--- src/pipe_cpu_macros.svh ---
`ifndef PIPE_CPU_MACROS_SVH
`define PIPE_CPU_MACROS_SVH

// Register and data bus width
`define PIPE_CPU_WORD_WIDTH 32

// Program and data address width
`define PIPE_CPU_ADDR_WIDTH 16

// Instruction word and immediate field
`define PIPE_CPU_INSN_WIDTH 32
`define PIPE_CPU_IMM_WIDTH 16

// Register selector and ALU opcode fields
`define PIPE_CPU_SEL_WIDTH 3
`define PIPE_CPU_OP_WIDTH 3

`endif

--- src/pipe_cpu_pkg.sv ---
`default_nettype none

`include "pipe_cpu_macros.svh"

package pipe_cpu_pkg;

    typedef logic [`PIPE_CPU_WORD_WIDTH-1:0] word_t;
    typedef logic [`PIPE_CPU_ADDR_WIDTH-1:0] addr_t;

    typedef enum logic [`PIPE_CPU_SEL_WIDTH-1:0] {
        SEL_R0, SEL_RA, SEL_RB, SEL_RC, SEL_RD, SEL_RE, SEL_SP, SEL_PC
    } reg_sel_e;

    typedef enum logic [`PIPE_CPU_OP_WIDTH-1:0] {
        OP_ADD, OP_SUB, OP_OR, OP_AND, OP_XOR, OP_NOT, OP_SHI
    } alu_op_e;

    // All-zero word is a NOP into R0
    typedef struct packed {
        logic                          spare;
        logic                          mem_write;
        logic                          mem_read;
        reg_sel_e                      d_sel;
        alu_op_e                       op;
        reg_sel_e                      a_sel;
        reg_sel_e                      b_sel;
        logic                          imm_en;
        logic [`PIPE_CPU_IMM_WIDTH-1:0] imm;
    } insn_t;

    typedef struct packed {
        logic     invalid;
        logic     mem_write;
        logic     mem_read;
        alu_op_e  op;
        word_t    alu_a;
        word_t    alu_b;
        word_t    reg_d;
        reg_sel_e d_sel;
    } dec_ex_t;

    typedef struct packed {
        logic     invalid;
        logic     mem_read;
        logic     mem_write;
        word_t    alu_r;
        word_t    reg_d;
        reg_sel_e d_sel;
    } ex_mem_t;

    typedef struct packed {
        logic     en;
        reg_sel_e d_sel;
        word_t    value;
    } reg_wr_t;

    typedef struct packed {
        logic  en;
        addr_t addr;
    } jump_t;

endpackage

`default_nettype wire

--- src/alu_exec.sv ---
`timescale 1ns/1ns
`default_nettype none

module alu_exec (
    input  wire logic             clk,
    input  wire logic             rst,
    input  pipe_cpu_pkg::dec_ex_t dec_i,
    output pipe_cpu_pkg::ex_mem_t ex_o
);
    import pipe_cpu_pkg::*;

    ex_mem_t    ex_q;
    word_t      alu_r;
    logic [3:0] shamt;

    assign ex_o = ex_q;

    // b[1:0] picks 1, 2, 4 or 8
    assign shamt = 4'd1 << dec_i.alu_b[1:0];

    always_comb begin
        case (dec_i.op)
            OP_ADD:  alu_r = dec_i.alu_a + dec_i.alu_b;
            OP_SUB:  alu_r = dec_i.alu_a - dec_i.alu_b;
            OP_OR:   alu_r = dec_i.alu_a | dec_i.alu_b;
            OP_AND:  alu_r = dec_i.alu_a & dec_i.alu_b;
            OP_XOR:  alu_r = dec_i.alu_a ^ dec_i.alu_b;
            OP_NOT:  alu_r = ~dec_i.alu_b;
            OP_SHI: begin
                // b[2] set shifts left
                if (dec_i.alu_b[2]) begin
                    alu_r = dec_i.alu_a << shamt;
                end else begin
                    alu_r = dec_i.alu_a >> shamt;
                end
            end
            default: alu_r = '0;
        endcase
    end

    always_ff @(posedge clk) begin
        if (rst) begin
            ex_q <= '0;
        end else begin
            ex_q.invalid   <= dec_i.invalid;
            ex_q.mem_read  <= dec_i.mem_read;
            ex_q.mem_write <= dec_i.mem_write;
            ex_q.alu_r     <= alu_r;
            ex_q.reg_d     <= dec_i.reg_d;
            ex_q.d_sel     <= dec_i.d_sel;
        end
    end

    op_defined: assert property (
        @(posedge clk) disable iff (rst)
        !dec_i.invalid |-> dec_i.op inside {OP_ADD, OP_SUB, OP_OR, OP_AND, OP_XOR, OP_NOT, OP_SHI}
    ) else $error("Undefined ALU opcode on a valid item");

endmodule

`default_nettype wire

--- src/insn_decode_regs.sv ---
`timescale 1ns/1ns
`default_nettype none

`include "pipe_cpu_macros.svh"

module insn_decode_regs (
    input  wire logic              clk,
    input  wire logic              rst,
    input  pipe_cpu_pkg::insn_t    insn_i,
    input  pipe_cpu_pkg::addr_t    insn_addr_i,
    input  pipe_cpu_pkg::ex_mem_t  ex_i,
    input  pipe_cpu_pkg::reg_sel_e mio_d_sel_i,
    input  pipe_cpu_pkg::reg_wr_t  wr_i,
    output logic                   stall_o,
    output pipe_cpu_pkg::dec_ex_t  dec_o
);
    import pipe_cpu_pkg::*;

    word_t    rf [SEL_RA:SEL_SP];
    dec_ex_t  dec_q;
    dec_ex_t  dec_d;
    logic     a_used;
    logic     b_used;
    logic     d_used;
    reg_sel_e dec_dst;
    reg_sel_e ex_dst;
    word_t    imm_ext;
    word_t    pc_ext;

    assign dec_o = dec_q;

    assign imm_ext = {{(`PIPE_CPU_WORD_WIDTH - `PIPE_CPU_IMM_WIDTH){1'b0}}, insn_i.imm};
    assign pc_ext  = {{(`PIPE_CPU_WORD_WIDTH - `PIPE_CPU_ADDR_WIDTH){1'b0}}, insn_addr_i};

    // Write lands at the edge, no bypass into this cycle's read
    always_ff @(posedge clk) begin
        if (wr_i.en) begin
            rf[wr_i.d_sel] <= wr_i.value;
        end
    end

    function automatic word_t read_sel(reg_sel_e sel);
        case (sel)
            SEL_R0:  return '0;
            SEL_PC:  return pc_ext;
            default: return rf[sel];
        endcase
    endfunction

    // Destinations still in flight, R0 when nothing is written back
    assign dec_dst = (!dec_q.invalid && !dec_q.mem_write) ? dec_q.d_sel : SEL_R0;
    assign ex_dst  = (!ex_i.invalid && !ex_i.mem_write) ? ex_i.d_sel : SEL_R0;

    assign a_used = (insn_i.op != OP_NOT);
    assign b_used = !insn_i.imm_en;
    // Store data comes from d_sel
    assign d_used = insn_i.mem_write;

    function automatic logic hits(reg_sel_e dst);
        if (dst == SEL_R0 || dst == SEL_PC) begin
            return 1'b0;
        end
        return (a_used && insn_i.a_sel == dst)
            || (b_used && insn_i.b_sel == dst)
            || (d_used && insn_i.d_sel == dst);
    endfunction

    assign stall_o = hits(dec_dst) || hits(ex_dst) || hits(mio_d_sel_i);

    always_comb begin
        dec_d           = '0;
        dec_d.invalid   = 1'b0;
        dec_d.mem_write = insn_i.mem_write;
        dec_d.mem_read  = insn_i.mem_read;
        dec_d.op        = insn_i.op;
        dec_d.alu_a     = read_sel(insn_i.a_sel);
        dec_d.alu_b     = insn_i.imm_en ? imm_ext : read_sel(insn_i.b_sel);
        dec_d.reg_d     = read_sel(insn_i.d_sel);
        dec_d.d_sel     = insn_i.d_sel;
    end

    always_ff @(posedge clk) begin
        if (rst) begin
            dec_q <= '0;
        end else if (stall_o) begin
            // Bubble
            dec_q         <= '0;
            dec_q.invalid <= 1'b1;
        end else begin
            dec_q <= dec_d;
        end
    end

    wr_target_legal: assert property (
        @(posedge clk) disable iff (rst)
        wr_i.en |-> !(wr_i.d_sel inside {SEL_R0, SEL_PC})
    ) else $error("Register write aimed at R0 or PC");

endmodule

`default_nettype wire

--- src/insn_fetch.sv ---
`timescale 1ns/1ns
`default_nettype none

`include "pipe_cpu_macros.svh"

module insn_fetch (
    input  wire logic                           clk,
    input  wire logic                           rst,
    input  wire logic                           stall_i,
    input  pipe_cpu_pkg::jump_t                 jump_i,
    input  wire logic [`PIPE_CPU_INSN_WIDTH-1:0] prog_data_i,
    output pipe_cpu_pkg::addr_t                 prog_addr_o,
    output pipe_cpu_pkg::insn_t                 insn_o,
    output pipe_cpu_pkg::addr_t                 insn_addr_o
);
    import pipe_cpu_pkg::*;

    addr_t pc_ff;
    addr_t insn_addr_ff;
    logic  prev_stall_ff;
    insn_t prev_insn_ff;

    assign prog_addr_o = pc_ff;
    assign insn_addr_o = insn_addr_ff;

    // Replay the held word while decode catches up
    assign insn_o = prev_stall_ff ? prev_insn_ff : insn_t'(prog_data_i);

    always_ff @(posedge clk) begin
        if (rst) begin
            pc_ff <= '0;
        end else if (jump_i.en) begin
            pc_ff <= jump_i.addr;
        end else if (!stall_i) begin
            pc_ff <= pc_ff + 1'b1;
        end
    end

    // Set at reset so the first cycle presents a NOP instead of stale bus data
    always_ff @(posedge clk) begin
        if (rst) begin
            prev_stall_ff <= 1'b1;
            prev_insn_ff  <= '0;
        end else begin
            prev_stall_ff <= stall_i;
            prev_insn_ff  <= insn_o;
        end
    end

    // Address of the word now on insn_o
    always_ff @(posedge clk) begin
        if (rst) begin
            insn_addr_ff <= '0;
        end else if (!stall_i) begin
            insn_addr_ff <= pc_ff;
        end
    end

    pc_hold_on_stall: assert property (
        @(posedge clk) disable iff (rst)
        (stall_i && !jump_i.en) |=> $stable(pc_ff)
    ) else $error("PC moved during a stall");

endmodule

`default_nettype wire

--- src/mem_writeback.sv ---
`timescale 1ns/1ns
`default_nettype none

`include "pipe_cpu_macros.svh"

module mem_writeback (
    input  wire logic              clk,
    input  wire logic              rst,
    input  pipe_cpu_pkg::ex_mem_t  ex_i,
    input  pipe_cpu_pkg::word_t    data_i,
    output pipe_cpu_pkg::addr_t    addr_o,
    output pipe_cpu_pkg::word_t    data_o,
    output logic                   we_o,
    output pipe_cpu_pkg::reg_sel_e mio_d_sel_o,
    output pipe_cpu_pkg::reg_wr_t  wr_o,
    output pipe_cpu_pkg::jump_t    jump_o
);
    import pipe_cpu_pkg::*;

    logic     mio_wb_q;
    logic     mio_mem_read_q;
    word_t    mio_alu_r_q;
    reg_sel_e mio_d_sel_q;
    word_t    mio_r;
    jump_t    jump_q;

    assign addr_o = ex_i.alu_r[`PIPE_CPU_ADDR_WIDTH-1:0];
    assign data_o = ex_i.reg_d;
    assign we_o   = ex_i.mem_write && !ex_i.invalid;

    // Stores and bubbles write nothing back
    always_ff @(posedge clk) begin
        if (rst) begin
            mio_wb_q       <= 1'b0;
            mio_mem_read_q <= 1'b0;
            mio_alu_r_q    <= '0;
            mio_d_sel_q    <= SEL_R0;
        end else begin
            mio_wb_q       <= !ex_i.invalid && !ex_i.mem_write;
            mio_mem_read_q <= ex_i.mem_read;
            mio_alu_r_q    <= ex_i.alu_r;
            mio_d_sel_q    <= ex_i.d_sel;
        end
    end

    // Load data arrives one cycle after the address
    assign mio_r = mio_mem_read_q ? data_i : mio_alu_r_q;

    assign mio_d_sel_o = mio_wb_q ? mio_d_sel_q : SEL_R0;

    always_comb begin
        wr_o.en    = mio_wb_q && !(mio_d_sel_q inside {SEL_R0, SEL_PC});
        wr_o.d_sel = mio_d_sel_q;
        wr_o.value = mio_r;
    end

    always_ff @(posedge clk) begin
        if (rst) begin
            jump_q <= '0;
        end else begin
            jump_q.en   <= mio_wb_q && (mio_d_sel_q == SEL_PC);
            jump_q.addr <= mio_r[`PIPE_CPU_ADDR_WIDTH-1:0];
        end
    end

    assign jump_o = jump_q;

    no_store_on_load: assert property (
        @(posedge clk) disable iff (rst)
        !(we_o && ex_i.mem_read)
    ) else $error("Store strobe raised for a load");

endmodule

`default_nettype wire

--- src/pipe_cpu_top.sv ---
`timescale 1ns/1ns
`default_nettype none

`include "pipe_cpu_macros.svh"

module pipe_cpu_top (
    input  wire logic                           clk,
    input  wire logic                           rst,
    input  wire logic [`PIPE_CPU_INSN_WIDTH-1:0] prog_data_i,
    output pipe_cpu_pkg::addr_t                 prog_addr_o,
    input  pipe_cpu_pkg::word_t                 data_i,
    output pipe_cpu_pkg::word_t                 data_o,
    output pipe_cpu_pkg::addr_t                 addr_o,
    output logic                                we_o
);
    import pipe_cpu_pkg::*;

    logic     stall;
    jump_t    jump;
    insn_t    insn;
    addr_t    insn_addr;
    dec_ex_t  dec;
    ex_mem_t  ex;
    reg_sel_e mio_d_sel;
    reg_wr_t  wr;

    insn_fetch i_insn_fetch (
        .clk         (clk),
        .rst         (rst),
        .stall_i     (stall),
        .jump_i      (jump),
        .prog_data_i (prog_data_i),
        .prog_addr_o (prog_addr_o),
        .insn_o      (insn),
        .insn_addr_o (insn_addr)
    );

    insn_decode_regs i_insn_decode_regs (
        .clk         (clk),
        .rst         (rst),
        .insn_i      (insn),
        .insn_addr_i (insn_addr),
        .ex_i        (ex),
        .mio_d_sel_i (mio_d_sel),
        .wr_i        (wr),
        .stall_o     (stall),
        .dec_o       (dec)
    );

    alu_exec i_alu_exec (
        .clk   (clk),
        .rst   (rst),
        .dec_i (dec),
        .ex_o  (ex)
    );

    mem_writeback i_mem_writeback (
        .clk         (clk),
        .rst         (rst),
        .ex_i        (ex),
        .data_i      (data_i),
        .addr_o      (addr_o),
        .data_o      (data_o),
        .we_o        (we_o),
        .mio_d_sel_o (mio_d_sel),
        .wr_o        (wr),
        .jump_o      (jump)
    );

endmodule

`default_nettype wire

--- config.mk ---
export PLATFORM = sky130hd
export DESIGN_NAME = pipe_cpu_top
export DESIGN_NICKNAME = d
export VERILOG_FILES = /design/src/pipe_cpu_pkg.sv /design/src/alu_exec.sv /design/src/insn_decode_regs.sv /design/src/insn_fetch.sv /design/src/mem_writeback.sv /design/src/pipe_cpu_top.sv
export VERILOG_INCLUDE_DIRS = /design/src /design/src/src
export SDC_FILE = /design/constraint.sdc
export NUM_CORES = 1
export LEC_CHECK = 0
export CORE_MARGIN = 5
export CORE_UTILIZATION = 60
export CTS_CLUSTER_SIZE = 40
export DETAILED_ROUTE_END_ITERATION = 8
export DONT_BUFFER_PORTS = 1
export PLACE_DENSITY_LB_ADDON = 0.1
export SLEW_MARGIN = 20
export SYNTH_ARGS = -nofsm -noshare
export SYNTH_HDL_FRONTEND = slang
export SYNTH_SLANG_ARGS = --single-unit
--- constraint.sdc ---
create_clock -name clk -period 5.4 [get_ports clk]
set_input_delay 1.08 -clock clk [delete_from_list [all_inputs] [get_ports clk]]
set_output_delay 1.08 -clock clk [all_outputs]
set_load 0.1 [all_outputs]
==> impl_metrics.csv <==
group,metric,value,unit
global_routing,grt_antenna_before_repair,5,
die,die_x,225.5,um
power,irDropWorstVdd,703.5,uV
sta,worstMarginPinSlew,1169,ps
place,post-place-cells,3597,
synthesis,synth.ff_latch_count,485,
synthesis,synth-main-ff-cell,"dfxtp_1",
drt,drt-total-wl,93320,um
power,powerDensity,655.5,nW/um2
drt,drt_first_pass_iters,5,
layout,fin_util,64.28,%
place,hpwlAfterDp,62880,um
place,place_area,27890,um2
synthesis,syn_avg_cell_area,8.642,um2
die,coreArea,46260,um2
sta,period_share,85.99,%
worst_hold_path,min_from,"i_insn_decode_regs.dec_o[19]$_SDFF_PP0_",
layout,fin_area,29740,um2
die,die_area,50830,um2
clock_network,cts_setup_buffers,0,
clock_network,clock_latency,610,ps
layout,drive_above_1_share,8.684,%
layout,fillers,3816,
synthesis,synth_edf_count,192,
sta,fmax,215.4,MHz
flow_run,cap_violations,0,
synthesis,async_reset_ff_share,0,%
synthesis,yosysTopAreaCell,"dfxtp_1",
worst_hold_path,hold-path-endpoint,"i_alu_exec.ex_o[19]$_SDFF_PP0_",
global_routing,grt_overflow,0,
layout,area_delta_synth_final,6.761,%
clock_network,cts_made_buffers,51,
worst_setup_path,required,5850,ps
sta,timing.setup.tns,0,ps
power,power_leakage,11.30,nW
worst_setup_path,worst-path-max-fanout,7,
drt,routedWlPerCell,25.26,um
worst_setup_path,path_class,"reg -> reg",
clock_network,cts_sinks,485,
worst_setup_path,cp-start-kind,"flip-flop",
drt,drc,0,
synthesis,synth.most_common_cell,"nand2_1",
clock_network,cts_resized,0,
worst_setup_path,r2r_end,"i_alu_exec.ex_o[62]$_SDFF_PP0_",
synthesis,yosysUniqueCellTypes,77,
synthesis,yosysTopAreaCellShare,21.06,%
sta,slew_headroom,21.94,%
synthesis,synth.top_cells.by_area,"dfxtp_1 21%, edfxtp_1 21%, nand2_1 6.4%",
worst_hold_path,hold_depth,1,
global_routing,grt_max_degree,160,
die,die_h,225.5,um
place,portBuffers,0,
layout,seqCellArea,11640,um2
synthesis,yosys_warnings,0,
drt,post_drt_via_cell_ratio,6.704,
global_routing,grt_first_pass_wirelength,139300,um
clock_network,cts_htree_levels,2,
layout,final_cells,3694,
worst_setup_path,crit_chain,"inv_1 > ha_2 > nand3_1 > nor3_1 > nor2_1 > xnor2_1 > ha_1 > a21oi_1 > a2111oi_0 > o21ai_0 > o21ai_0 > a31oi_1 > o21bai_1 > xor2_1 > a2111oi_0 > nor2_1",
worst_setup_path,crit_slowest_cell,"nor3_1",
clock_network,cts_tree,"built",
global_routing,first_global_vias,22839,
sta,hold_ws,439.4,ps
status,status,"finished, final reports clean",
synthesis,syn-num-nets,3390,
drt,vias,24763,
layout,nets,3210,
worst_setup_path,crit_arrival,5100,ps
worst_setup_path,cpPeakStageDelay,590,ps
synthesis,syn_inst,3223,
worst_setup_path,cp_top_family,"compound AO/OA/AOI/OAI gates",
layout,multi_input_area,14700,um2
worst_setup_path,crit_buf_inv,1,
clock_network,clock_path_buffers,3,
sta,fin_crit,4643,ps
synthesis,synth_seq_area_share,41.76,%
worst_setup_path,timing.rr.start,"i_insn_decode_regs.dec_o[35]$_SDFF_PP0_",
drt,final_antenna_net_count,0,
die,row_count,79,
worst_setup_path,rr_worst_depth,16,
sta,finalSetupViolations,0,
drt,drt_iter0_markers,3855,
clock_network,root_buffer,"clkbuf_16",
sta,hold_violations,0,
clock_network,clk_pin_slew,70,ps
synthesis,netlist_area,27850,um2
clock_network,cts_hold_buffers,0,
sta,finClkSkew,20.25,ps
sta,rsz0062_at_grt,"false",
global_routing,grtUsageTotal,35.39,%
die,ioPinCount,131,
worst_hold_path,min_path_type,"reg -> reg",
worst_setup_path,r2r_setup_slack,760,ps
sta,maxSlewViolCount,0,
die,start_util,60.21,%
synthesis,synth_common_cells,"472 x nand2_1, 466 x nor2_1, 293 x dfxtp_1, 238 x a21oi_1, 192 x edfxtp_1",
place,gp_congestion,0.9796,
worst_setup_path,end_kind,"flip-flop",
-- flip-flops by register name (all words and copies together), names as in the netlist, 3 cells and up --
| register | cells |
|---|---|
| i_alu_exec.ex_o | 70 |
| i_insn_decode_regs.dec_o | 105 |
| i_insn_decode_regs.rf | 192 |
| i_insn_fetch.insn_addr_o | 16 |
| i_insn_fetch.prev_insn_ff | 31 |
| i_insn_fetch.prog_addr_o | 16 |
| i_mem_writeback.jump_o | 17 |
| i_mem_writeback.mio_alu_r_q | 32 |
| i_mem_writeback.mio_d_sel_q | 3 |
-- per-stage QoR --
stage          worst slack [ps]  power (mW)
6_report                  756.6       19.49
4_1_cts                   776.9       19.23
3_5_place_dp              814.3       15.40
5_1_grt                   377.6       20.43
3_3_place_gp              858.5       15.21
2_1_floorplan              1045       12.67
-- cell type report --
class / instances / area share [%]
Antenna cell: 1 / 0.008415
Clock buffer: 63 / 4.822
Clock inverter: 33 / 1.388
Inverter: 78 / 0.9846
Multi-Input combinational cell: 2360 / 49.42
Sequential cell: 485 / 39.13
Tap cell: 607 / 2.554
Timing Repair Buffer: 67 / 1.691
-- cell usage in the layout, fill, tap and decap left out, drive strengths merged, types with 7 or more instances in the layout --
cell and count:
a311oi 82, mux4 20, nand3 42, o311ai 10, a31oi 108, o21bai 22, edfxtp 192, o31ai 11
a211oi 78, a2111oi 7, a22o 11, mux2i 99, and3 14, and2 15, o221ai 15, a221oi 12
a211o 11, ha 100, dfxtp 293, o2bb2ai 16, nor2 466, xnor2 61, xor2 24, o22ai 19
clkbuf 63, a21oi 238, clkinv 17, bufinv 8, nor3 19, or3 10, inv 81, nor2b 104
nand4 21, a21o 14, o21ai 92, nand2 472, buf 67, mux2 50, o211ai 32, nand2b 11
-- where the power goes --
| group | switching, mW | total, mW | internal [mW] | leakage [nW] |
|---|---|---|---|---|
| Combinational | 6.28 | 9.73 | 3.46 | 6.23 |
| Clock | 1.53 | 3.82 | 2.28 | 0.903 |
| Sequential | 1.45 | 5.94 | 4.50 | 4.16 |
-- routing by layer --
metal	track usage, %	vias to the layer above	routed length [um]
li1	-	11079	-
met1	50.96	11862	38680
met2	54.92	1593	41260
met3	6.930	227	10550
met4	9.918	2	2820
met5	0	-	13
-- logic make-up (layout without fill, tap and decap cells) --
| group | count (synthesis) | after routing | share of synthesized area, % |
|---|---|---|---|
| other cells | 0 | 1 | 0 |
| compound gates | 813 | 813 | 19.50 |
| xor+xnor | 85 | 85 | 2.673 |
| buf+inv | 378 | 241 | 6.015 |
| fa+ha+maj | 101 | 101 | 4.564 |
| mux | 169 | 169 | 7.367 |
| simple gates | 1192 | 1192 | 18.13 |
| flops | 485 | 485 | 41.76 |
-- worst max path at each step --
stage,startpoint,end,cells after the start
4_1_cts,i_insn_decode_regs.dec_o[35]$_SDFF_PP0_,i_alu_exec.ex_o[62]$_SDFF_PP0_,16
5_1_grt,i_insn_decode_regs.dec_o[35]$_SDFF_PP0_,i_alu_exec.ex_o[62]$_SDFF_PP0_,16
3_3_place_gp,i_insn_decode_regs.dec_o[35]$_SDFF_PP0_,i_alu_exec.ex_o[62]$_SDFF_PP0_,16
3_5_place_dp,i_insn_decode_regs.dec_o[35]$_SDFF_PP0_,i_alu_exec.ex_o[62]$_SDFF_PP0_,16
2_1_floorplan,i_insn_decode_regs.dec_o[35]$_SDFF_PP0_,i_alu_exec.ex_o[65]$_SDFF_PP0_,18
6_report,i_insn_decode_regs.dec_o[35]$_SDFF_PP0_,i_alu_exec.ex_o[62]$_SDFF_PP0_,16
-- worst reg2reg max path, cell delays in order, from the launching register on --
cell       delay [ps]
dfxtp_1           410
inv_1             210
ha_2              210
nand3_1           120
nor3_1            590
nor2_1            110
xnor2_1           160
ha_1              410
a21oi_1           160
a2111oi_0         590
o21ai_0           170
o21ai_0           260
a31oi_1           270
o21bai_1          210
xor2_1             90
a2111oi_0         440
nor2_1             70
Note: power is estimated with default switching activity, not from simulation.
